$ cat src/regFile_settings.svh
`ifndef REGFILE_SETTINGS_SVH
`define REGFILE_SETTINGS_SVH

// number of architectural registers, r0 included.
`define RF_REG_COUNT 32

// width of one register value.
`define RF_DATA_W 32

// rename tag width, tag zero marks a final value.
`define RF_TAG_W 4

// checkpoint ring slots per register.
// the issuer keeps at most depth-1 branches in flight.
`define RF_CKPT_DEPTH 4

`endif
$ cat src/rfPkg.sv
`include "regFile_settings.svh"
`default_nettype none

package rfPkg;

  // one register value.
  typedef logic [`RF_DATA_W-1:0] dataT;

  // rename tag of the producing instruction.
  typedef logic [`RF_TAG_W-1:0] tagT;

  typedef logic [$clog2(`RF_REG_COUNT)-1:0] regNameT;   // architectural register index.
  typedef logic [$clog2(`RF_CKPT_DEPTH)-1:0] slotIdxT;  // checkpoint ring position.

  // a slot with this tag holds its final value.
  localparam tagT TAG_FREE = '0;

endpackage

`default_nettype wire

$ cat src/resultBusIf.sv
`include "regFile_settings.svh"
`timescale 1ns/10ps
`default_nettype none

interface resultBusIf import rfPkg::*; ();

  // result from the alu side, routed through the rob.
  logic aluEn;
  tagT  aluTag;
  dataT aluData;

  logic lsEn;   // load/store unit result.
  tagT  lsTag;
  dataT lsData;

  modport src (
    output aluEn, aluTag, aluData,
    output lsEn, lsTag, lsData
  );

  // every register line listens to both buses.
  modport snoop (
    input aluEn, aluTag, aluData,
    input lsEn, lsTag, lsData
  );

endinterface

`default_nettype wire

$ cat src/regLine.sv
`include "regFile_settings.svh"
`timescale 1ns/10ps
`default_nettype none

module regLine import rfPkg::*; (
  input  logic               clk,
  input  logic               rst,
  input  logic               rename,
  input  tagT                renameTag,
  input  slotIdxT            tail,
  input  slotIdxT            nxtTail,
  input  logic               ckptCopy,
  resultBusIf.snoop          res,
  output dataT               curData,
  output tagT                curTag
);

  localparam int DEPTH = `RF_CKPT_DEPTH;

  // stored checkpoint slots.
  dataT slotData [DEPTH];
  tagT  slotTag  [DEPTH];

  // slot contents after this cycle's results are applied.
  dataT snpData [DEPTH];
  tagT  snpTag  [DEPTH];

  // a pending slot takes a matching result and becomes final.
  // when both buses match, the alu bus wins.
  always_comb begin
    for (int i = 0; i < DEPTH; i++) begin
      snpData[i] = slotData[i];
      snpTag[i]  = slotTag[i];
      if (slotTag[i] != TAG_FREE) begin
        if (res.aluEn && (res.aluTag == slotTag[i])) begin
          snpData[i] = res.aluData;
          snpTag[i]  = TAG_FREE;
        end else if (res.lsEn && (res.lsTag == slotTag[i])) begin
          snpData[i] = res.lsData;
          snpTag[i]  = TAG_FREE;
        end
      end
    end
  end

  // reads see the current slot with the bypass applied.
  assign curData = snpData[tail];
  assign curTag  = snpTag[tail];

  always_ff @(posedge clk) begin
    if (rst) begin
      for (int i = 0; i < DEPTH; i++) begin
        slotData[i] <= '0;
        slotTag[i]  <= TAG_FREE;
      end
    end else begin
      for (int i = 0; i < DEPTH; i++) begin
        slotData[i] <= snpData[i];
        if (rename && (slotIdxT'(i) == tail)) begin
          slotTag[i] <= renameTag;  // new producer for this register.
        end else begin
          slotTag[i] <= snpTag[i];
        end
      end
      // a branch opens a new slot from the current one.
      // never in the same cycle as a rename.
      if (ckptCopy) begin
        slotData[nxtTail] <= snpData[tail];
        slotTag[nxtTail]  <= snpTag[tail];
      end
    end
  end

endmodule

`default_nettype wire

$ cat src/flat_wrapper.sv
// flat-port wrapper written by rule: the top's interface ports become plain ports
module regLine_flat import rfPkg::*;
  (clk, rst, rename, renameTag, tail, nxtTail, ckptCopy, curData, curTag, res_aluEn, res_aluTag, res_aluData, res_lsEn, res_lsTag, res_lsData);
  resultBusIf res_i ();
  input  logic clk;
  input  logic rst;
  input  logic rename;
  input  tagT renameTag;
  input  slotIdxT tail;
  input  slotIdxT nxtTail;
  input  logic ckptCopy;
  output dataT curData;
  output tagT curTag;
  input wire logic [$bits(res_i.aluEn)-1:0] res_aluEn;
  input wire logic [$bits(res_i.aluTag)-1:0] res_aluTag;
  input wire logic [$bits(res_i.aluData)-1:0] res_aluData;
  input wire logic [$bits(res_i.lsEn)-1:0] res_lsEn;
  input wire logic [$bits(res_i.lsTag)-1:0] res_lsTag;
  input wire logic [$bits(res_i.lsData)-1:0] res_lsData;
  assign res_i.aluEn = res_aluEn;
  assign res_i.aluTag = res_aluTag;
  assign res_i.aluData = res_aluData;
  assign res_i.lsEn = res_lsEn;
  assign res_i.lsTag = res_lsTag;
  assign res_i.lsData = res_lsData;
  regLine u_core (.clk(clk), .rst(rst), .rename(rename), .renameTag(renameTag), .tail(tail), .nxtTail(nxtTail), .ckptCopy(ckptCopy), .res(res_i), .curData(curData), .curTag(curTag));
endmodule
$ cat config.mk
export PLATFORM = sky130hd
export DESIGN_NAME = regLine_flat
export DESIGN_NICKNAME = d
export VERILOG_FILES = /design/src/rfPkg.sv /design/src/resultBusIf.sv /design/src/regLine.sv /design/src/flat_wrapper.sv
export VERILOG_INCLUDE_DIRS = /design/src
export SDC_FILE = /design/constraint.sdc
export NUM_CORES = 1
export LEC_CHECK = 0
export ABC_AREA = 1
export BUFFER_PORTS_ARGS = -buffer_cell sky130_fd_sc_hd__buf_2
export CORE_UTILIZATION = 40
export CTS_BUF_LIST = sky130_fd_sc_hd__clkbuf_16
export DETAILED_ROUTE_END_ITERATION = 6
export PLACE_DENSITY_LB_ADDON = 0.25
export RECOVER_POWER = 25
export SLEW_MARGIN = 20
export SYNTH_ARGS = -nofsm -noshare
export SYNTH_HDL_FRONTEND = slang
export SYNTH_SLANG_ARGS = --single-unit
$ cat constraint.sdc
create_clock -name clk -period 2.63 [get_ports clk]
set_clock_uncertainty 0.2 [all_clocks]
set_input_delay 0 -clock clk [delete_from_list [all_inputs] [get_ports clk]]
set_output_delay 0 -clock clk [all_outputs]
set_load 0.005 [all_outputs]
==> impl_metrics.ini <==
[run_status]
status = complete, but fails checks
violations = design-rule violations, negative setup slack

[floorplanning]
io_pins = 122
fp.dieW_um = 170
initial_core_util_pct = 40.6
core_mm2 = 0.0278
dieArea_mm2 = 0.0288
row_count = 61
dieHeight_um = 170

[job]
cap_violations = 0

[critical_path]
path_buf_inv = 5
cp.arrival_ns = 2.46
path_max_fanout = 5
critPathMaxStageDelay_ns = 0.45
crit_chain = o21ai_0 -> nor2_2 -> nand3_4 -> buf_12 -> clkinvlp_4 -> buf_2 -> nand2_1 -> nand3_1 -> nand3_1 -> nand2_1 -> inv_2 -> nand2_4 -> buf_2
critPathRequiredTime_ns = 2.43
crit_path_top_delay_cell = edfxtp_1
start_kind = register
crit_path_end_kind = output port
worstSetupPathType = reg -> out
critPathTopFamily = buffers and inverters

[yosys]
synth_top_area_share_pct = 23.5
synth_top_family_by_area = simple AND/OR/NAND/NOR gates
synth_top_cell_by_area = nand2_1
synth_fa_ha_area_share_pct = 0
seq_area_frac_synth_pct = 27.0
synth_cell_type_count = 31
ys_top_cells_by_area = nand2_1 24%, dfxtp_1 23%, nand3_1 13%
synthSimpleGateAreaFrac_pct = 51.8
synthMuxAreaShare_pct = 0
synth_cells = 1975
yosys_register_bits = 144
ys_warn_count = 0
synth_xor_area_share_pct = 0.389
synth_compound_area_share_pct = 8.48
synthesis.area_mm2 = 0.0113
postSynthAreaPerCell_um2 = 5.71

[routing]
ant_nets = 0
vias = 14200
dr.pass1.iters = 7
wl_per_cell_um = 18.0
drt_iter0_drc = 1592
viasPerCell = 5.37
route.detailed.drc = 4
routed_wl_um = 47500

[grt]
overflow = 0
track_usage_pct = 31.0
grt_pass1_vias = 12900
grt_start_max_net_pins = 56
grt_pass1_wl_um = 69600
antenna_found_initial = 0

[sta]
fin_ws_ns = -0.0284
hold_viol = 0
rsz0062_at_grt = yes
timing.hold.ws_ns = 0.0230
tightest_slew_ns = 0.920
max_freq_mhz = 376
slew_viol_final = 0
finalCritPeriodShare_pct = 101
max_slew_margin_pct = 38.6
setup_viol_count_final = 3
period_minus_slack_ns = 2.66

[cells_and_area]
post-route-cell-area_mm2 = 0.0151
synthToLayoutAreaGrowth_pct = 34.2
drive_above_1_share_pct = 20.5
fin_nets = 2330
layout_commonest_cell = nand2_1
multiInputGateArea_mm2 = 0.00725
post-route-util_pct = 54.4
seqCellArea_mm2 = 0.00304
mostFrequentLayoutCells = 693 x nand2_1, 278 x nand3_1, 165 x nor2_1
diodes = 0
fillCellCount = 2739

[cts]
cts-buffers-inserted = 17
clkTransAtPathRegs_ns = 0.07
clock_latency_ns = 0.44
htreeDepth = 4
clock-sinks = 144
cts_tree = done
cts.path.max_buffers = 2
root_buffer = clkbuf_16

[min_path]
hp-class = in -> reg

[pwr]
vdd_drop_max_mv = 0.366
powerDensity_mw_per_mm2 = 502
p_total_w = 0.00759
power_leakage_nw = 7.64

[placement]
placed_cell_area_mm2 = 0.0124
hpwl_um = 27800
place.port_buffers = 121
gp_congestion = 0.986
registers in the layout, indices dropped and copies added (netlist names):
| register | flops |
|---|---|
| u_core.slotTag | 16 |
| u_core.slotData | 128 |
synthesized netlist by cell type (all sizes together):
cell type and count:
conb 1, dfxtp 128, nand2 767, edfxtp 16, nand3 291, clkbuf 41
a21oi 15, nor2 204, nand4 43, o211ai 2, inv 225, o21ai 173
nor3 4, xnor2 4, clkinv 4, xor2 1, buf 56
worst paths after layout:
kind              depth (start not counted)  slack (ns)             startpoint                endpoint
setup / recovery                         13       -0.03   u_core.slotTag[3][1]              curData[5]
hold / removal                            6        0.02                tail[0]  u_core.slotData[2][28]
setup reg to reg                         11        0.03   u_core.slotTag[3][1]   u_core.slotData[3][3]
hold reg to reg                           4        0.36  u_core.slotData[3][9]   u_core.slotData[3][9]
layer usage:
metal	wire length (um)	track usage, %	vias up
met5	0	0	-
met2	21400	51.2	781
li1	-	-	6777
met4	1760	9.95	0
met1	19500	40.8	6461
met3	4870	5.30	142
metrics by stage:
step | TNS [ns] | setup WS (ns) | cells
2_1_floorplan | 0 | 0.623 | 1990
5_1_grt | -2.87 | -0.107 | 2635
3_3_place_gp | 0 | 0.177 | 2443
3_5_place_dp | 0 | 0.156 | 2443
6_report | -0.0437 | -0.0284 | 2635
4_1_cts | 0 | 0.0139 | 2591
cells by family after synthesis:
logic type,Yosys count
buffers and inverters,326
DFF,144
and+or+nand+nor,1309
xor gates and xnor gates,5
AOI/OAI and AO/OA,190
other,1
worst min-delay path, delay by kind of cell:
family / cells / cell delay (ns)
buffers and inverters: 1 / 0.12
and+or+nand+nor: 4 / 0.36
AOI/OAI and AO/OA: 1 / 0.13
final cells by class:
cell class | instances | area share, %
repair buffers | 329 | 18.9
multi-input cells | 1523 | 47.9
inverters | 229 | 5.79
flip-flops and latches | 144 | 20.1
well taps | 378 | 3.13
clock inverters | 15 | 1.27
clock buffers | 17 | 2.81
where the power goes:
part	internal [W]	total, W	switching, W
Clock	0.00159	0.00269	0.00110
Combinational	0.000899	0.00240	0.00150
Sequential	0.00242	0.00250	0.0000752
Total	0.00491	0.00759	0.00268
repair_timing:
item | CTS | global route
endpoints found under the hold margin | 144 | 0
hold buffers | 104 | 0
gates resized for setup | 18 | 117
pin swaps | 5 | 33
setup buffers | 11 | 28
setup endpoints to repair | 33 | 58
gates cloned | 1 | 16
Note: power is estimated with default switching activity, not from simulation.
