**src/regFile_settings.svh**
```systemverilog
`ifndef REGFILE_SETTINGS_SVH
`define REGFILE_SETTINGS_SVH

// number of architectural registers, r0 included.
`define RF_REG_COUNT 32

// width of one register value.
`define RF_DATA_W 32

// rename tag width, tag zero marks a final value.
`define RF_TAG_W 4

// checkpoint ring slots per register.
// the issuer keeps at most depth-1 branches in flight.
`define RF_CKPT_DEPTH 4

`endif
```
**src/rfPkg.sv**
```systemverilog
`include "regFile_settings.svh"
`default_nettype none

package rfPkg;

  // one register value.
  typedef logic [`RF_DATA_W-1:0] dataT;

  // rename tag of the producing instruction.
  typedef logic [`RF_TAG_W-1:0] tagT;

  typedef logic [$clog2(`RF_REG_COUNT)-1:0] regNameT;   // architectural register index.
  typedef logic [$clog2(`RF_CKPT_DEPTH)-1:0] slotIdxT;  // checkpoint ring position.

  // a slot with this tag holds its final value.
  localparam tagT TAG_FREE = '0;

endpackage

`default_nettype wire

```
**src/operandRead.sv**
```systemverilog
`include "regFile_settings.svh"
`timescale 1ns/10ps
`default_nettype none

module operandRead import rfPkg::*; (
  input  regNameT nameA,
  input  regNameT nameB,
  input  dataT    lineData [`RF_REG_COUNT],
  input  tagT     lineTag  [`RF_REG_COUNT],
  output dataT    dataA,
  output tagT     tagA,
  output dataT    dataB,
  output tagT     tagB
);

  // first operand.
  always_comb begin
    if (nameA == '0) begin
      dataA = '0;  // r0 is constant zero.
      tagA  = TAG_FREE;
    end else begin
      dataA = lineData[nameA];
      tagA  = lineTag[nameA];
    end
  end

  // second operand, same rule.
  always_comb begin
    if (nameB == '0) begin
      dataB = '0;
      tagB  = TAG_FREE;
    end else begin
      dataB = lineData[nameB];
      tagB  = lineTag[nameB];
    end
  end

endmodule

`default_nettype wire

```
**config.mk**
```make
export PLATFORM = sky130hd
export DESIGN_NAME = operandRead
export DESIGN_NICKNAME = d
export VERILOG_FILES = /design/src/rfPkg.sv /design/src/operandRead.sv
export VERILOG_INCLUDE_DIRS = /design/src
export SDC_FILE = /design/constraint.sdc
export NUM_CORES = 1
export LEC_CHECK = 0
export BUFFER_PORTS_ARGS = -buffer_cell sky130_fd_sc_hd__clkbuf_2
export CAP_MARGIN = 20
export CORE_AREA = 2 2 484 486
export DETAILED_ROUTE_END_ITERATION = 7
export DIE_AREA = 0 0 486 488
export SYNTH_ARGS = -nofsm -noshare
export SYNTH_HDL_FRONTEND = slang
export SYNTH_SLANG_ARGS = --single-unit
```
**constraint.sdc**
```tcl
create_clock -name vclk -period 1.95
set_input_delay 0.195 -clock vclk [all_inputs]
set_output_delay 0.195 -clock vclk [all_outputs]
set_load 0.05 [all_outputs]
```
==> qor.tcl, run 1 <==
set qor(run_status) {complete, but fails checks}
set qor(failed_checks) {setup timing}
set qor(fill_cells) 25682
set qor(finalCritPeriodShare_pct) 141
set qor(globalplace.congestion) 0.991
set qor(die_y_um) 488
set qor(path_class) {in -> out}
set qor(syn-mean-instance-area_um2) 12.0
set qor(power_density_nw_per_um2) 310
set qor(hold_fails_final_rpt) 0
set qor(grt_pass1_wl_mm) 315
set qor(post-place-cells) 6126
set qor(power.total_mw) 12.7
set qor(antenna_found_initial) 269
set qor(layout.sequential_cells) 0
set qor(critical_path_data_required_time_ps) 1750
set qor(critical_path.max_fanout) 4
set qor(area.sequential_um2) 0
set qor(report.final.setup_viol) 72
set qor(yosysWarnings) 0
set qor(wl_mm) 259
set qor(die-area_um2) 237000
set qor(drt_iter0_markers) 2474
set qor(post-route-worst-setup-slack_ps) -790
set qor(drc) 0
set qor(unrepaired_setup_endpoints_after_global_routing) {yes}
set qor(io_buffer_count) 1234
set qor(minimum_clock_period_ps) 2740
set qor(yosys.cell_types.count) 35
set qor(maxSlewHeadroom_pct) 23.8
set qor(worst_pin_slew_ps) 1140
set qor(clock_buffer_count) 0
set qor(fp.coreArea_um2) 232000
set qor(post_drt_wl_per_cell_um) 40.2
set qor(initial_util_pct) 7.97
set qor(synth.largest_area_cell) {sky130_fd_sc_hd__mux4_2}
set qor(detail_route.vias_per_cell) 4.28
set qor(synth.yosys.seq_area_share_pct) 0
set qor(globalRouteOverflowTotal) 0
set qor(final_cell_count_no_fill) 6439
set qor(vias) 27554
set qor(layout-area-overhead-vs-synth_pct) 123
set qor(final_nets) 4460
set qor(worst_hold_startpoint) {nameA[3]}
set qor(hp-class) {in -> out}
set qor(worst_hold_path_stage_count) 5
set qor(die_w_um) 486
set qor(grt.total_usage_pct) 20.7
set qor(highest_count_cells_in_the_layout_ignoring_fill_and_taps) {sky130_fd_sc_hd__clkbuf_2, sky130_fd_sc_hd__mux4_2, sky130_fd_sc_hd__buf_4}
set qor(placementRows) 177
set qor(static-leakage-power_nw) 17.0
set qor(hold_path_end) {dataA[22]}
set qor(drv_cap) 0
set qor(hpwl_mm) 224
set qor(postSynthCellCount) 1535
set qor(ir_worst_vdd_mv) 0.192
set qor(postSynthNetCount) 2697
set qor(dr.pass1.iters) 5
set qor(synth_top_area_share_pct) 55.4
set qor(grt_pass1_vias) 27856
set qor(grt_max_degree) 32
set qor(whs_ps) 1070
set qor(slew_violations) 0
set qor(fmax_mhz) 365
set qor(yosys-top-cells-area) {sky130_fd_sc_hd__mux4_2, sky130_fd_sc_hd__mux2i_1, sky130_fd_sc_hd__a22oi_1}
set qor(layout.cells.most_common) {sky130_fd_sc_hd__clkbuf_2}
set qor(critical_path_arrival_ps) 2550
set qor(drtAntennaViolNets) 0
set qor(layout-drive-gt1-share_pct) 86.0
set qor(crit_start) {nameA[0]}
set qor(mappedNetlistArea_um2) 18500
set qor(critical_path.startpoint_type) {input port}
set qor(ioPinCount) 1234
set qor(critPathCaptureType) {output pin}
set qor(cts.hold.buffers_added) 0
-- report_power, final --
group	switching, mW	internal (mW)
Combinational	6.44	6.30
Clock	0	0.00000670
Sequential	0	0
Total	6.44	6.30
-- how the worst max path moves through the flow --
stage / depth (start not counted) / slack [ps] / endpoint
after floorplan: 10 / -320 / dataB[10]
after global placement: 9 / -1410 / dataB[11]
after detailed placement: 9 / -1370 / dataB[11]
after CTS: 8 / -730 / dataA[25]
after global routing: 8 / -750 / dataA[25]
final: 8 / -790 / dataA[25]
-- metrics by stage --
| stage | setup WS [ps] | area (µm²) | util (%) | setup TNS, ps |
|---|---|---|---|---|
| finish | -790 | 41100 | 17.7 | -36270 |
| global route | -750 | 41000 | 17.7 | -39580 |
| CTS | -734 | 39600 | 17.1 | -39350 |
| detailed placement | -1370 | 35200 | 15.2 | -63650 |
| global placement | -1410 | 35200 | 15.2 | -63270 |
| floorplan | -322 | 20200 | - | -16510 |
-- logic make-up (layout without fill, tap and decap cells) --
group / Yosys count / count (layout) / share of synthesized area, %
muxes: 779 / 779 / 73.3
other: 0 / 100 / 0
AOI/OAI and AO/OA: 370 / 370 / 15.2
and+or+nand+nor: 157 / 157 / 5.06
buffers and inverters: 229 / 1990 / 6.44
-- timing repair --
action / CTS / global route
endpoints found under the setup margin: 72 / 72
pin swaps: 153 / 140
gates cloned: 24 / 5
hold endpoints to repair: 0 / 0
buffers inserted: 147 / 83
gates resized for setup: 505 / 241
-- synthesized netlist by cell type, drive strengths merged --
cell type	n
or2	1
o32ai	20
a22oi	72
clkbuf	106
o221ai	33
o21bai	1
a2111oi	33
mux2i	282
a22o	60
a211oi	61
nand3b	1
nand2	6
buf	122
o22ai	49
or3b	2
a21oi	36
a221oi	3
a21o	2
nor3	46
nor2	3
or3	1
clkinv	1
mux4	454
and2	23
nand2b	2
nor4b	1
nor2b	50
mux2	43
nor4	21
-- final cells by class --
cell class / instances / area (µm²) / share of cell area (%)
Multi-Input combinational cell: 1306 / 20800 / 50.5
Timing Repair Buffer: 1989 / 16300 / 39.6
Tap cell: 3043 / 3810 / 9.25
Antenna cell: 100 / 250 / 0.608
Inverter: 1 / 3.75 / 0.00912
-- critical path, stage by stage --
cell	delay (ps)
sky130_fd_sc_hd__buf_16	130
sky130_fd_sc_hd__buf_12	130
sky130_fd_sc_hd__buf_6	100
sky130_fd_sc_hd__mux4_2	500
sky130_fd_sc_hd__a22o_4	280
sky130_fd_sc_hd__a2111oi_4	880
sky130_fd_sc_hd__nor3_4	100
sky130_fd_sc_hd__buf_12	200
-- per-layer routing --
metal,vias up,global-route usage (%),share of wire (%)
li1,10663,-,-
met1,13799,23.6,37
met2,2195,33.1,44
met3,697,9.94,13
met4,200,8.01,5.5
met5,-,0,0.52
No activity file was read; power rests on OpenSTA's default activity.
==> run 2: changes to the inputs <==
--- a/config.mk
+++ b/config.mk
@@ -11,6 +11,7 @@
 export CORE_AREA = 2 2 484 486
 export DETAILED_ROUTE_END_ITERATION = 7
 export DIE_AREA = 0 0 486 488
+export RECOVER_POWER = 25
 export SYNTH_ARGS = -nofsm -noshare
 export SYNTH_HDL_FRONTEND = slang
 export SYNTH_SLANG_ARGS = --single-unit
==> constraint.sdc (replaced) <==
create_clock -name vclk -period 2.4
set_input_delay 0.24 -clock vclk [all_inputs]
set_output_delay 0.24 -clock vclk [all_outputs]
set_load 0.05 [all_outputs]
==> run 2 against run 1 <==
Compared with the run above: the run still ends with setup timing left; global-route usage rose by 1.1 points; worst setup slack improved by 360 ps; utilization fell by 0.72 points; sequential cell count did not move; non-clock buffer count fell by 104; die area did not move; critical endpoint is now tagA[0]; combinational power fell by 21%; sequential share of layout area did not move; critical path type unchanged; first-iteration DRC count fell by 1.4%; wire length rose by 4.7%; power fell by 21%; count of clock-buffer cells in the layout did not move.
==> qor.tcl, run 2 (same netlist as run 1, synthesis figures left out) <==
set qor(drc) 0
set qor(globalplace.congestion) 1.01
set qor(wl_mm) 271
set qor(antenna_found_initial) 291
set qor(clock_buffer_count) 0
set qor(layout-area-overhead-vs-synth_pct) 114
set qor(area.sequential_um2) 0
set qor(critical_path_arrival_ps) 2590
set qor(hold_fails_final_rpt) 0
set qor(die_w_um) 486
set qor(placementRows) 177
set qor(drt_iter0_markers) 2440
set qor(grt.total_usage_pct) 21.7
set qor(critical_path.startpoint_type) {input port}
set qor(io_buffer_count) 1234
set qor(post_drt_wl_per_cell_um) 42.6
set qor(initial_util_pct) 7.97
set qor(dr.pass1.iters) 7
set qor(cts.hold.buffers_added) 0
set qor(layout-drive-gt1-share_pct) 84.5
set qor(ir_worst_vdd_mv) 0.105
set qor(whs_ps) 1200
set qor(grt_max_degree) 35
set qor(die_y_um) 488
set qor(layout.sequential_cells) 0
set qor(fp.coreArea_um2) 232000
set qor(p_int_mw) 4.84
set qor(path_class) {in -> out}
set qor(die-area_um2) 237000
set qor(fmax_mhz) 354
set qor(worst_hold_path_stage_count) 6
set qor(swShare_pct) 51.7
set qor(failed_checks) {setup timing}
set qor(grt_pass1_vias) 27534
set qor(layout.cells.most_common) {sky130_fd_sc_hd__clkbuf_2}
set qor(grt_pass1_wl_mm) 329
set qor(p_switching_mw) 5.18
set qor(post-route-worst-setup-slack_ps) -427
set qor(sequentialPowerShare_pct) 0
set qor(ioPinCount) 1234
set qor(highest_count_cells_in_the_layout_ignoring_fill_and_taps) {sky130_fd_sc_hd__clkbuf_2, sky130_fd_sc_hd__mux4_2, sky130_fd_sc_hd__buf_4}
set qor(vias) 27493
set qor(run_status) {complete, but fails checks}
set qor(clock_power_share_pct) 0
set qor(power_density_nw_per_um2) 254
set qor(drv_cap) 0
set qor(report.final.setup_viol) 71
set qor(worst_pin_slew_ps) 803
set qor(unrepaired_setup_endpoints_after_global_routing) {yes}
set qor(hpwl_mm) 237
set qor(hp-class) {in -> out}
set qor(critical_path.max_fanout) 6
set qor(critPathCaptureType) {output pin}
set qor(minimum_clock_period_ps) 2830
set qor(slew_violations) 0
set qor(maxSlewHeadroom_pct) 46.4
set qor(detail_route.vias_per_cell) 4.33
set qor(fin_util_pct) 17.0
set qor(finalCritPeriodShare_pct) 118
set qor(drtAntennaViolNets) 0
set qor(static-leakage-power_nw) 16.3
set qor(final_nets) 4356
set qor(combinational_cell_fraction_of_total_power_pct) 100.0
set qor(critical_path_data_required_time_ps) 2160
set qor(globalRouteOverflowTotal) 0
run 2: worst max-delay path, cell delays in order:
cell	delay, ps
sky130_fd_sc_hd__buf_16	130
sky130_fd_sc_hd__buf_16	150
sky130_fd_sc_hd__buf_12	140
sky130_fd_sc_hd__buf_12	120
sky130_fd_sc_hd__buf_8	120
sky130_fd_sc_hd__buf_12	120
sky130_fd_sc_hd__buf_16	120
sky130_fd_sc_hd__mux4_2	410
sky130_fd_sc_hd__a22o_1	290
sky130_fd_sc_hd__a2111oi_4	290
sky130_fd_sc_hd__buf_6	190
sky130_fd_sc_hd__nor3_2	60
sky130_fd_sc_hd__clkbuf_8	170
run 2: cell type report:
cell class,count,area [µm²]
Inverter,1,3.75
Multi-Input combinational cell,1306,20300
Timing Repair Buffer,1885,15000
Antenna cell,121,303
Fill cell,25722,192000
Tap cell,3043,3810
run 2: power groups by stage:
stage | combinational [mW] | clock (mW) | sequential (mW)
final | 10.0 | 0.00000668 | 0
after global routing | 10.3 | 0.00000420 | 0
after CTS | 9.78 | 0 | 0
after detailed placement | 8.40 | 0 | 0
after global placement | 8.35 | 0 | 0
after floorplan | 3.78 | 0 | 0
run 2: through the flow:
step                      total power [mW]  setup WS [ps]  instance area (µm²)  setup TNS [ps]  instances
after floorplan                       3.78           -262                19100           -2840       1535
after global placement                8.35           -930                33400          -35500       6041
after detailed placement              8.40           -945                33400          -34810       6041
after CTS                             9.78           -460                38300          -16840       6203
after global routing                  10.3           -467                39400          -17870       6312
final                                 10.0           -427                39500          -14720       6356
run 2: final timing paths:
| check | startpoint | to | slack (ps) |
|---|---|---|---|
| max | nameA[0] | tagA[0] | -430 |
| min | lineData[700] | dataB[28] | 1200 |
run 2: timing repair:
action | in CTS | in global routing
pin swaps | 162 | 101
gates resized for setup | 596 | 155
cloned | 25 | 1
setup endpoints to repair | 72 | 72
setup buffers | 153 | 57
run 2: per-layer routing:
| metal | up-vias | GRT usage, % | routed length, µm |
|---|---|---|---|
| met4 | 206 | 9.31 | 15700 |
| met5 | - | 0 | 1460 |
| met3 | 732 | 11.1 | 35300 |
| met2 | 2364 | 33.8 | 117000 |
| li1 | 10472 | - | - |
| met1 | 13719 | 24.9 | 101000 |
