**src/regFile_settings.svh**
```systemverilog
`ifndef REGFILE_SETTINGS_SVH
`define REGFILE_SETTINGS_SVH

// number of architectural registers, r0 included.
`define RF_REG_COUNT 32

// width of one register value.
`define RF_DATA_W 32

// rename tag width, tag zero marks a final value.
`define RF_TAG_W 4

// checkpoint ring slots per register.
// the issuer keeps at most depth-1 branches in flight.
`define RF_CKPT_DEPTH 4

`endif
```
**src/rfPkg.sv**
```systemverilog
`include "regFile_settings.svh"
`default_nettype none

package rfPkg;

  // one register value.
  typedef logic [`RF_DATA_W-1:0] dataT;

  // rename tag of the producing instruction.
  typedef logic [`RF_TAG_W-1:0] tagT;

  typedef logic [$clog2(`RF_REG_COUNT)-1:0] regNameT;   // architectural register index.
  typedef logic [$clog2(`RF_CKPT_DEPTH)-1:0] slotIdxT;  // checkpoint ring position.

  // a slot with this tag holds its final value.
  localparam tagT TAG_FREE = '0;

endpackage

`default_nettype wire

```
**src/checkpointCtrl.sv**
```systemverilog
`include "regFile_settings.svh"
`timescale 1ns/10ps
`default_nettype none

module checkpointCtrl import rfPkg::*; (
  input  logic                     clk,
  input  logic                     rst,
  input  logic                     branchDeeper,
  input  logic                     branchFree,
  input  logic                     misTaken,
  input  logic                     renameEn,
  input  regNameT                  renameName,
  output slotIdxT                  tail,
  output slotIdxT                  nxtTail,
  output logic                     ckptCopy,
  output logic [`RF_REG_COUNT-1:0] renameOneHot
);

  // head is the oldest checkpoint, the last state known to be safe.
  slotIdxT head;
  slotIdxT nxtHead;

  // advance one position around the ring.
  function automatic slotIdxT ringNext(input slotIdxT idx);
    ringNext = (idx == slotIdxT'(`RF_CKPT_DEPTH - 1)) ? '0 : idx + slotIdxT'(1);
  endfunction

  assign nxtHead = ringNext(head);
  assign nxtTail = ringNext(tail);

  assign ckptCopy = branchDeeper & ~misTaken;  // a flush cancels the new checkpoint.

  always_ff @(posedge clk) begin
    if (rst) begin
      head <= '0;
      tail <= '0;
    end else if (misTaken) begin
      tail <= head;  // roll back to the oldest checkpoint.
    end else begin
      if (branchFree) begin
        head <= nxtHead;  // oldest branch resolved.
      end
      if (branchDeeper) begin
        tail <= nxtTail;
      end
    end
  end

  // one enable per line, r0 stays out.
  always_comb begin
    renameOneHot = '0;
    renameOneHot[renameName] = renameEn;
    renameOneHot[0] = 1'b0;
  end

endmodule

`default_nettype wire

```
**config.mk**
```make
export PLATFORM = sky130hd
export DESIGN_NAME = checkpointCtrl
export DESIGN_NICKNAME = d
export VERILOG_FILES = /design/src/rfPkg.sv /design/src/checkpointCtrl.sv
export VERILOG_INCLUDE_DIRS = /design/src
export SDC_FILE = /design/constraint.sdc
export NUM_CORES = 1
export LEC_CHECK = 0
export ABC_AREA = 1
export BUFFER_PORTS_ARGS = -buffer_cell sky130_fd_sc_hd__buf_2
export CAP_MARGIN = 30
export CORE_AREA = 2 2 39 41
export CTS_BUF_LIST = sky130_fd_sc_hd__clkbuf_8
export DETAILED_ROUTE_END_ITERATION = 6
export DIE_AREA = 0 0 41 43
export GPL_ROUTABILITY_DRIVEN = 1
export PLACE_DENSITY_LB_ADDON = 0.08
export RECOVER_POWER = 50
export SYNTH_ARGS = -nofsm -noshare
export SYNTH_HDL_FRONTEND = slang
export SYNTH_SLANG_ARGS = --single-unit
```
**constraint.sdc**
```tcl
create_clock -name clk -period 1.2 [get_ports clk]
set_input_delay 0.18 -clock clk [delete_from_list [all_inputs] [get_ports clk]]
set_output_delay 0.18 -clock clk [all_outputs]
set_load 0.03 [all_outputs]
```
==> flow_metrics.tcl, run 1 <==
set metrics [dict create \
    status "completed" \
    ant_nets 0 \
    ys_ff_latch 4 \
    post_cts_buffers 0 \
    dp_hpwl_um 1110 \
    dr.pass1.iters 4 \
    cts_hold_buf 0 \
    tritoncts "yes" \
    pre_cts_ws_ns 0.0398 \
    grt_max_degree 9 \
    rr_startpoint "head[0]$_SDFFE_PP0P_" \
    holdPathStages 2 \
    seq_area_frac_synth 0.187 \
    whs_ns 0.123 \
    clk_pin_slew_ns 0.03 \
    rr_worst_depth 3 \
    area_growth_pct 76.1 \
    stdcell_count 150 \
    netlist_area_um2 429 \
    synth_fp_nets 99 \
    core_area_um2 1380 \
    drive_gt1_frac 0.418 \
    fmax_ghz 0.864 \
    wire_per_inst_um 9.25 \
    track_usage 0.161 \
    worstHoldStart "rst" \
    synth_cells 86 \
    clkLatencyLatePin_ns 0.21 \
    synth_area_per_cell_um2 4.99 \
    postRouteWirelength_um 1390 \
    utilization 0.546 \
    setup-violations-final 0 \
    row_count 14 \
    rrSetupSlack_ns 0.27 \
    io_pins 48 \
    crit_fanout 4 \
    drv_cap 0 \
    fin_skew_ns 0.000558 \
    gp_congestion 0.632 \
    power_density_nw_per_um2 821 \
    vias 691 \
    ir_drop_uv 592 \
    cts_made_buffers 3 \
    start_util 0.310 \
    dp.cells 147 \
    grt_pass1_wl_um 1920 \
    drc 0 \
    fin_setup_tns_ns 0 \
    grt_pass1_vias 491 \
    drt_iter0_markers 10 \
    fin_area_um2 756 \
    clockBufferDepth 2 \
    die_w_um 41 \
    crit-reg2reg-capture "head[1]$_SDFFE_PP0P_" \
    power_mw 0.620 \
    port_buffers 46 \
    startpoint "tail[0]$_SDFFE_PP0P_" \
    critPathKind "flop to output port" \
    antenna_found_initial 0 \
    hold_path_end "tail[0]$_SDFFE_PP0P_" \
    setup_ws_ns 0.0422 \
    startpoint_type "flop" \
    period_share 0.965 \
    min_period_ns 1.16 \
    numClockSinks 4 \
    yosysUniqueCellTypes 9 \
    antenna_cells 0 \
    cp.required_ns 1.02 \
    p_leak_nw 0.452 \
    die_h_um 43 \
    root_buffer "clkbuf_8" \
    rsz0062_at_grt "no" \
    fin_nets 149 \
    synth_warnings 0 \
    arrival_ns 0.98 \
    drv_slew 0 \
    timing.final.hold_violations 0 \
    design.die.area_um2 1760 \
    hold_path.class "input pin to flop" \
    end_kind "output port" \
    overflow 0 \
    drt-vias-per-instance 4.61 \
    h-tree-depth 1 \
    num-fill-cells 166 \
    placed_cell_area_um2 674 \
]
routing by layer:
layer / GRT usage / wire, µm / up-vias
li1: - / - / 359
met2: 0.247 / 752 / 28
met1: 0.176 / 545 / 304
met5: 0 / 0 / -
met3: 0.0471 / 90 / 0
met4: 0.120 / 0 / 0
cell families after synthesis:
family,synth area share
AOI/OAI and AO/OA,0.0233
adders and majority gates,0.0583
buffers and inverters,0.131
DFF,0.187
other,0.00874
and+or+nand+nor,0.592
critical path, cell delays in order (launching register included):
cell	delay, ns
dfxtp_2	0.36
ha_4	0.14
inv_2	0.03
nand2_2	0.06
inv_2	0.04
buf_6	0.12
layout by cell type, fill, tap and decap left out, types with 2 or more instances in the layout:
cell	instances
inv_1	11
nand2_1	8
nor2_1	40
nand3_1	10
dfxtp_2	2
dfxtp_1	2
nand3_2	4
buf_2	30
inv_2	2
clkbuf_2	11
clkbuf_1	3
clkbuf_8	3
o21ai_0	2
area by class of cell:
| cell class | instances | area [µm²] | area share |
|---|---|---|---|
| clock buffer | 3 | 41.3 | 0.0546 |
| tap | 16 | 20.0 | 0.0265 |
| sequential | 4 | 82.6 | 0.109 |
| inverter | 13 | 48.8 | 0.0646 |
| timing repair buffer | 46 | 235 | 0.311 |
| multi-input combinational | 68 | 328 | 0.434 |
power breakdown:
group          leakage [nW]  switching [mW]  total [mW]  internal [mW]
logic                 0.397           0.130       0.189         0.0593
registers            0.0337         0.00963       0.154          0.144
clock network        0.0216          0.0641       0.277          0.213
registers in the layout (all words and copies together), names as in the netlist:
name and count:
head 2, tail 2
cell usage after synthesis:
cell     count  share of area
nand2_1      9          0.079
conb_1       1         0.0087
inv_1       13           0.11
o21ai_0      2          0.023
nand3_1     14           0.16
dfxtp_1      4           0.19
buf_4        1          0.017
ha_1         2          0.058
nor2_1      40           0.35
worst max path at each step:
stage,to,slack (ns)
CTS,nxtTail[1],0.02
global route,renameOneHot[30],0.0001
detailed placement,renameOneHot[25],0.04
global placement,renameOneHot[26],0.05
finish,nxtTail[0],0.04
floorplan,tail[1]$_SDFFE_PP0P_,0.008
repair_timing:
action	CTS	global route
gates resized for setup	5	8
endpoints found under the setup margin	2	16
pin swaps	1	0
endpoints found under the hold margin	0	0
Power figures use the tool's default switching activity.
==> inputs of run 2 (changes only) <==
--- a/config.mk
+++ b/config.mk
@@ -6,13 +6,13 @@
 export SDC_FILE = /design/constraint.sdc
 export NUM_CORES = 1
 export LEC_CHECK = 0
-export ABC_AREA = 1
+export ABC_AREA = 0
 export BUFFER_PORTS_ARGS = -buffer_cell sky130_fd_sc_hd__buf_2
 export CAP_MARGIN = 30
-export CORE_AREA = 2 2 39 41
+export CORE_AREA = 2 2 40 42
 export CTS_BUF_LIST = sky130_fd_sc_hd__clkbuf_8
 export DETAILED_ROUTE_END_ITERATION = 6
-export DIE_AREA = 0 0 41 43
+export DIE_AREA = 0 0 42 44
 export GPL_ROUTABILITY_DRIVEN = 1
 export PLACE_DENSITY_LB_ADDON = 0.08
 export RECOVER_POWER = 50
==> flow_metrics.tcl, run 2 <==
set metrics [dict create \
    status "completed" \
    core_area_um2 1420 \
    crit_buf_inv 1 \
    p_leak_nw 0.421 \
    netlist_area_um2 442 \
    clockBufferDepth 2 \
    postRouteWirelength_um 1430 \
    rsz0062_at_grt "yes" \
    synth_ff_type "dfxtp_1" \
    startpoint "tail[0]$_SDFFE_PP0P_" \
    crit_chain "ha_4 > buf_4" \
    numClockSinks 4 \
    synth_area_per_cell_um2 5.97 \
    p_int_mw 0.426 \
    track_usage 0.168 \
    ys_ff_latch 4 \
    start_util 0.311 \
    fin_area_um2 790 \
    hold_path.class "input pin to flop" \
    critPathMaxStageDelay_ns 0.39 \
    crit-reg2reg-capture "tail[1]$_SDFFE_PP0P_" \
    path_depth 2 \
    timing.final.hold_violations 0 \
    dp_hpwl_um 1150 \
    fin_setup_tns_ns 0 \
    drt_iter0_markers 10 \
    grt_pass1_vias 559 \
    design.die.area_um2 1850 \
    area_growth_pct 78.8 \
    ant_nets 0 \
    drv_slew 0 \
    yosysUniqueCellTypes 21 \
    arrival_ns 0.99 \
    slowest_stage "dfxtp_2" \
    period_share 0.976 \
    clkLatencyLatePin_ns 0.22 \
    fmax_ghz 0.854 \
    setup-violations-final 0 \
    power_density_nw_per_um2 805 \
    combPwrFrac 0.297 \
    seq_area_frac_synth 0.181 \
    synth_cells 74 \
    grt_max_degree 9 \
    tritoncts "yes" \
    overflow 0 \
    synth.most_common_cell "nor2_1" \
    synth_top_area_share 0.323 \
    drive_gt1_frac 0.483 \
    root_buffer "clkbuf_8" \
    die_w_um 42 \
    gp_congestion 0.732 \
    critPathKind "flop to output port" \
    rr_worst_depth 4 \
    power_mw 0.635 \
    synth-edff-count 0 \
    vias 633 \
    drc 0 \
    crit_end "nxtTail[1]" \
    num-fill-cells 147 \
    die_h_um 44 \
    fin_skew_ns 0.00763 \
    whs_ns 0.159 \
    yosys-top-cells-area "nor2_1, dfxtp_1, mux2i_1, ha_1, nand2_1" \
    drt-vias-per-instance 4.65 \
    rr_startpoint "tail[0]$_SDFFE_PP0P_" \
    dr.pass1.iters 4 \
    p_sw_mw 0.209 \
    register_area_um2 85.1 \
    row_count 14 \
    antenna_cells 0 \
    synthArstFlopShare 0 \
    seq_power_share 0.237 \
    p_sw_frac 0.329 \
    reg_top3 "head (2), tail (2)" \
    placed_cell_area_um2 698 \
    synth_area_leader_cell "nor2_1" \
    clockPowerShare 0.465 \
    h-tree-depth 1 \
    final_common_cell "nor2_1" \
    post_cts_buffers 0 \
    antenna_found_initial 0 \
    port_buffers 46 \
    wire_per_inst_um 10.5 \
    synth_fp_nets 87 \
    io_pins 48 \
    ir_drop_uv 864 \
    min_period_ns 1.17 \
    layout_common_cells "nor2_1, buf_2, buf_4, clkbuf_2" \
    cp.required_ns 1.02 \
    multiInputGateArea_um2 368 \
    drv_cap 0 \
    clk_pin_slew_ns 0.04 \
    synth_warnings 0 \
    yosys-top-cells-count "nor2_1, nand2_1, dfxtp_1, mux2i_1, nand3_1" \
    cts_made_buffers 3 \
    cp_top_family "flip-flops" \
    crit_fanout 4 \
    fin_nets 134 \
    grt_pass1_wl_um 2390 \
    startpoint_type "flop" \
    end_kind "output port" \
    rrSetupSlack_ns 0.06 \
]
-- run 2: changes by cell type after synthesis, moves of 3 or more --
| cell | previous run | this run |
|---|---|---|
| mux2i_1 | 0 | 3 |
| nand2_1 | 9 | 5 |
| nand3_1 | 14 | 3 |
| inv_1 | 13 | 2 |
-- run 2: repair_timing --
item	CTS	global route
pin swaps	0	1
gates resized for setup	2	27
cloned	0	0
endpoints found under the setup margin	2	18
hold buffers	0	0
-- run 2: kinds of logic after synthesis --
| family | Yosys count | share of synthesized area |
|---|---|---|
| AOI/OAI and AO/OA | 2 | 0.0312 |
| adders and majority gates | 2 | 0.0566 |
| buffers and inverters | 6 | 0.0652 |
| DFF | 4 | 0.181 |
| muxes | 4 | 0.0935 |
| other | 1 | 0.00849 |
| and+or+nand+nor | 55 | 0.564 |
-- run 2: area by class of cell --
class | instances | area share
multi-input combinational | 64 | 0.466
timing repair buffer | 46 | 0.334
sequential | 4 | 0.108
clock buffer | 3 | 0.0523
tap | 16 | 0.0254
inverter | 2 | 0.00951
clock inverter | 1 | 0.00475
-- run 2: how the worst min path moves through the flow --
stage	from	endpoint	cells past startpoint
final	rst	tail[1]$_SDFFE_PP0P_	2
after global routing	rst	tail[1]$_SDFFE_PP0P_	2
after CTS	rst	tail[1]$_SDFFE_PP0P_	2
after detailed placement	rst	tail[1]$_SDFFE_PP0P_	2
after global placement	rst	tail[1]$_SDFFE_PP0P_	2
after floorplan	rst	tail[1]$_SDFFE_PP0P_	1
-- run 2: metrics by stage --
stage	utilization	setup WS, ns	cells
after floorplan	-	0.000759	74
after global placement	0.492	0.00764	132
after detailed placement	0.492	0.0179	132
after CTS	0.527	0.0120	136
after global routing	0.556	-0.0222	136
final	0.556	0.0293	136
-- run 2: power by group through the flow --
| stage | registers (mW) | clock network, mW | logic [mW] |
|---|---|---|---|
| 6_report | 0.151 | 0.295 | 0.189 |
| 5_1_grt | 0.153 | 0.320 | 0.207 |
| 4_1_cts | 0.150 | 0.309 | 0.185 |
| 3_5_place_dp | 0.152 | 0 | 0.180 |
| 3_3_place_gp | 0.152 | 0 | 0.178 |
| 2_1_floorplan | 0.159 | 0 | 0.121 |
-- run 2: routing by layer --
layer / GRT usage / vias to the layer above / wire [µm]
met5: 0 / - / 0
met4: 0.0387 / 0 / 0
met3: 0.0500 / 0 / 141
met2: 0.278 / 29 / 674
met1: 0.216 / 278 / 614
li1: - / 326 / -
==> inputs of run 3 (changes only) <==
--- a/config.mk
+++ b/config.mk
@@ -15,7 +15,7 @@
 export DIE_AREA = 0 0 42 44
 export GPL_ROUTABILITY_DRIVEN = 1
 export PLACE_DENSITY_LB_ADDON = 0.08
-export RECOVER_POWER = 50
+export RECOVER_POWER = 25
 export SYNTH_ARGS = -nofsm -noshare
 export SYNTH_HDL_FRONTEND = slang
 export SYNTH_SLANG_ARGS = --single-unit
==> flow_metrics.tcl, run 3 (same netlist as run 2, synthesis figures left out) <==
set metrics [dict create \
    status "completed" \
    h-tree-depth 1 \
    drive_gt1_frac 0.483 \
    drv_cap 0 \
    die_h_um 44 \
    vias 636 \
    tritoncts "yes" \
    grt_max_degree 9 \
    post_cts_buffers 0 \
    cts_hold_buf 0 \
    grt_pass1_vias 559 \
    area_growth_pct 79.3 \
    fin_setup_tns_ns 0 \
    timing.final.hold_violations 0 \
    fin_skew_ns 0.00749 \
    design.die.area_um2 1850 \
    power_mw 0.635 \
    fin_nets 134 \
    overflow 0 \
    clkLatencyLatePin_ns 0.22 \
    dr.pass1.iters 4 \
    num-fill-cells 146 \
    gp_congestion 0.732 \
    clockBufferDepth 2 \
    port_buffers 46 \
    drt-vias-per-instance 4.68 \
    crit_chain "ha_4 > buf_4" \
    reg_top3 "head (2), tail (2)" \
    clk_pin_slew_ns 0.04 \
    start_util 0.311 \
    root_buffer "clkbuf_8" \
    drv_slew 0 \
    track_usage 0.168 \
    dp_hpwl_um 1150 \
    die_w_um 42 \
    drc 0 \
    antenna_found_initial 0 \
    fin_area_um2 792 \
    cts_made_buffers 3 \
    postRouteWirelength_um 1440 \
    rr_worst_depth 4 \
    core_area_um2 1420 \
    placed_cell_area_um2 698 \
    slowest_stage "dfxtp_4" \
    p_leak_nw 0.425 \
    min_period_ns 1.17 \
    arrival_ns 0.99 \
    numClockSinks 4 \
    critPathMaxStageDelay_ns 0.36 \
    startpoint_type "flop" \
    wire_per_inst_um 10.6 \
    end_kind "output port" \
    ir_drop_uv 865 \
    setup-violations-final 0 \
    final_common_cell "nor2_1" \
    ant_nets 0 \
    rsz0062_at_grt "yes" \
    drt_iter0_markers 10 \
    layout_common_cells "nor2_1, buf_2, buf_4, nand2_1, clkbuf_4" \
    crit_fanout 4 \
    cp.required_ns 1.02 \
    row_count 14 \
    holdPathStages 2 \
    critPathKind "flop to output port" \
    period_share 0.972 \
    fmax_ghz 0.857 \
    grt_pass1_wl_um 2390 \
    hold_path.class "input pin to flop" \
    power_density_nw_per_um2 801 \
    antenna_cells 0 \
    io_pins 48 \
]
## run 3: cell types whose count changed in the layout (fill, tap and decap cells not counted)
cell | previous run | this run
buf_2 | 23 | 27
clkbuf_2 | 5 | 1
dfxtp_2 | 1 | 0
dfxtp_4 | 1 | 2
## run 3: layer usage
metal | share of wire | routed length [µm] | global-route usage | vias up
li1 | - | - | - | 326
met1 | 0.43 | 620 | 0.216 | 281
met2 | 0.47 | 679 | 0.278 | 29
met3 | 0.097 | 140 | 0.0500 | 0
met4 | 0 | 0 | 0.0387 | 0
met5 | 0 | 0 | 0 | -
## run 3: final cells by class
type,count,area [µm²],share of cell area
clock buffers,3,41.3,0.0521
clock inverters,1,3.75,0.00474
inverters,2,7.51,0.00948
multi-input cells,64,368,0.464
flip-flops and latches,4,87.6,0.111
well taps,16,20.0,0.0253
repair buffers,46,264,0.333
## run 3: critical path: cells and delay by family (launching register included)
family / cells / cell delay, ns
flip-flops: 1 / 0.36
buffers and inverters: 1 / 0.15
adder cells (fa/ha/maj): 1 / 0.26
## run 3: through the flow
step	hold slack, ns	util	std cells	setup WS (ns)
finish	0.159	0.558	136	0.0332
global placement	0.388	0.492	132	0.00764
global route	0.173	0.558	136	-0.0222
CTS	0.153	0.527	136	0.0120
detailed placement	0.391	0.492	132	0.0179
floorplan	0.243	-	74	0.000759
## run 3: power breakdown
part           switching (mW)  internal, mW  leakage, nW  total [mW]
Combinational           0.123        0.0666        0.364       0.189
Clock                  0.0768         0.219       0.0269       0.295
Sequential            0.00971         0.140       0.0342       0.150
## run 3: worst paths after layout
check,start,endpoint,slack (ns)
setup / recovery,tail[0]$_SDFFE_PP0P_,nxtTail[1],0.03
hold / removal,rst,tail[1]$_SDFFE_PP0P_,0.16
setup reg to reg,tail[0]$_SDFFE_PP0P_,tail[1]$_SDFFE_PP0P_,0.07
hold reg to reg,head[0]$_SDFFE_PP0P_,tail[0]$_SDFFE_PP0P_,0.48
## run 3: what timing repair did
| action | in CTS | in global routing |
|---|---|---|
| endpoints found under the hold margin | 0 | 0 |
| setup endpoints to repair | 2 | 18 |
| resized for setup | 2 | 27 |
| pin swaps | 0 | 1 |
| gates cloned | 0 | 0 |
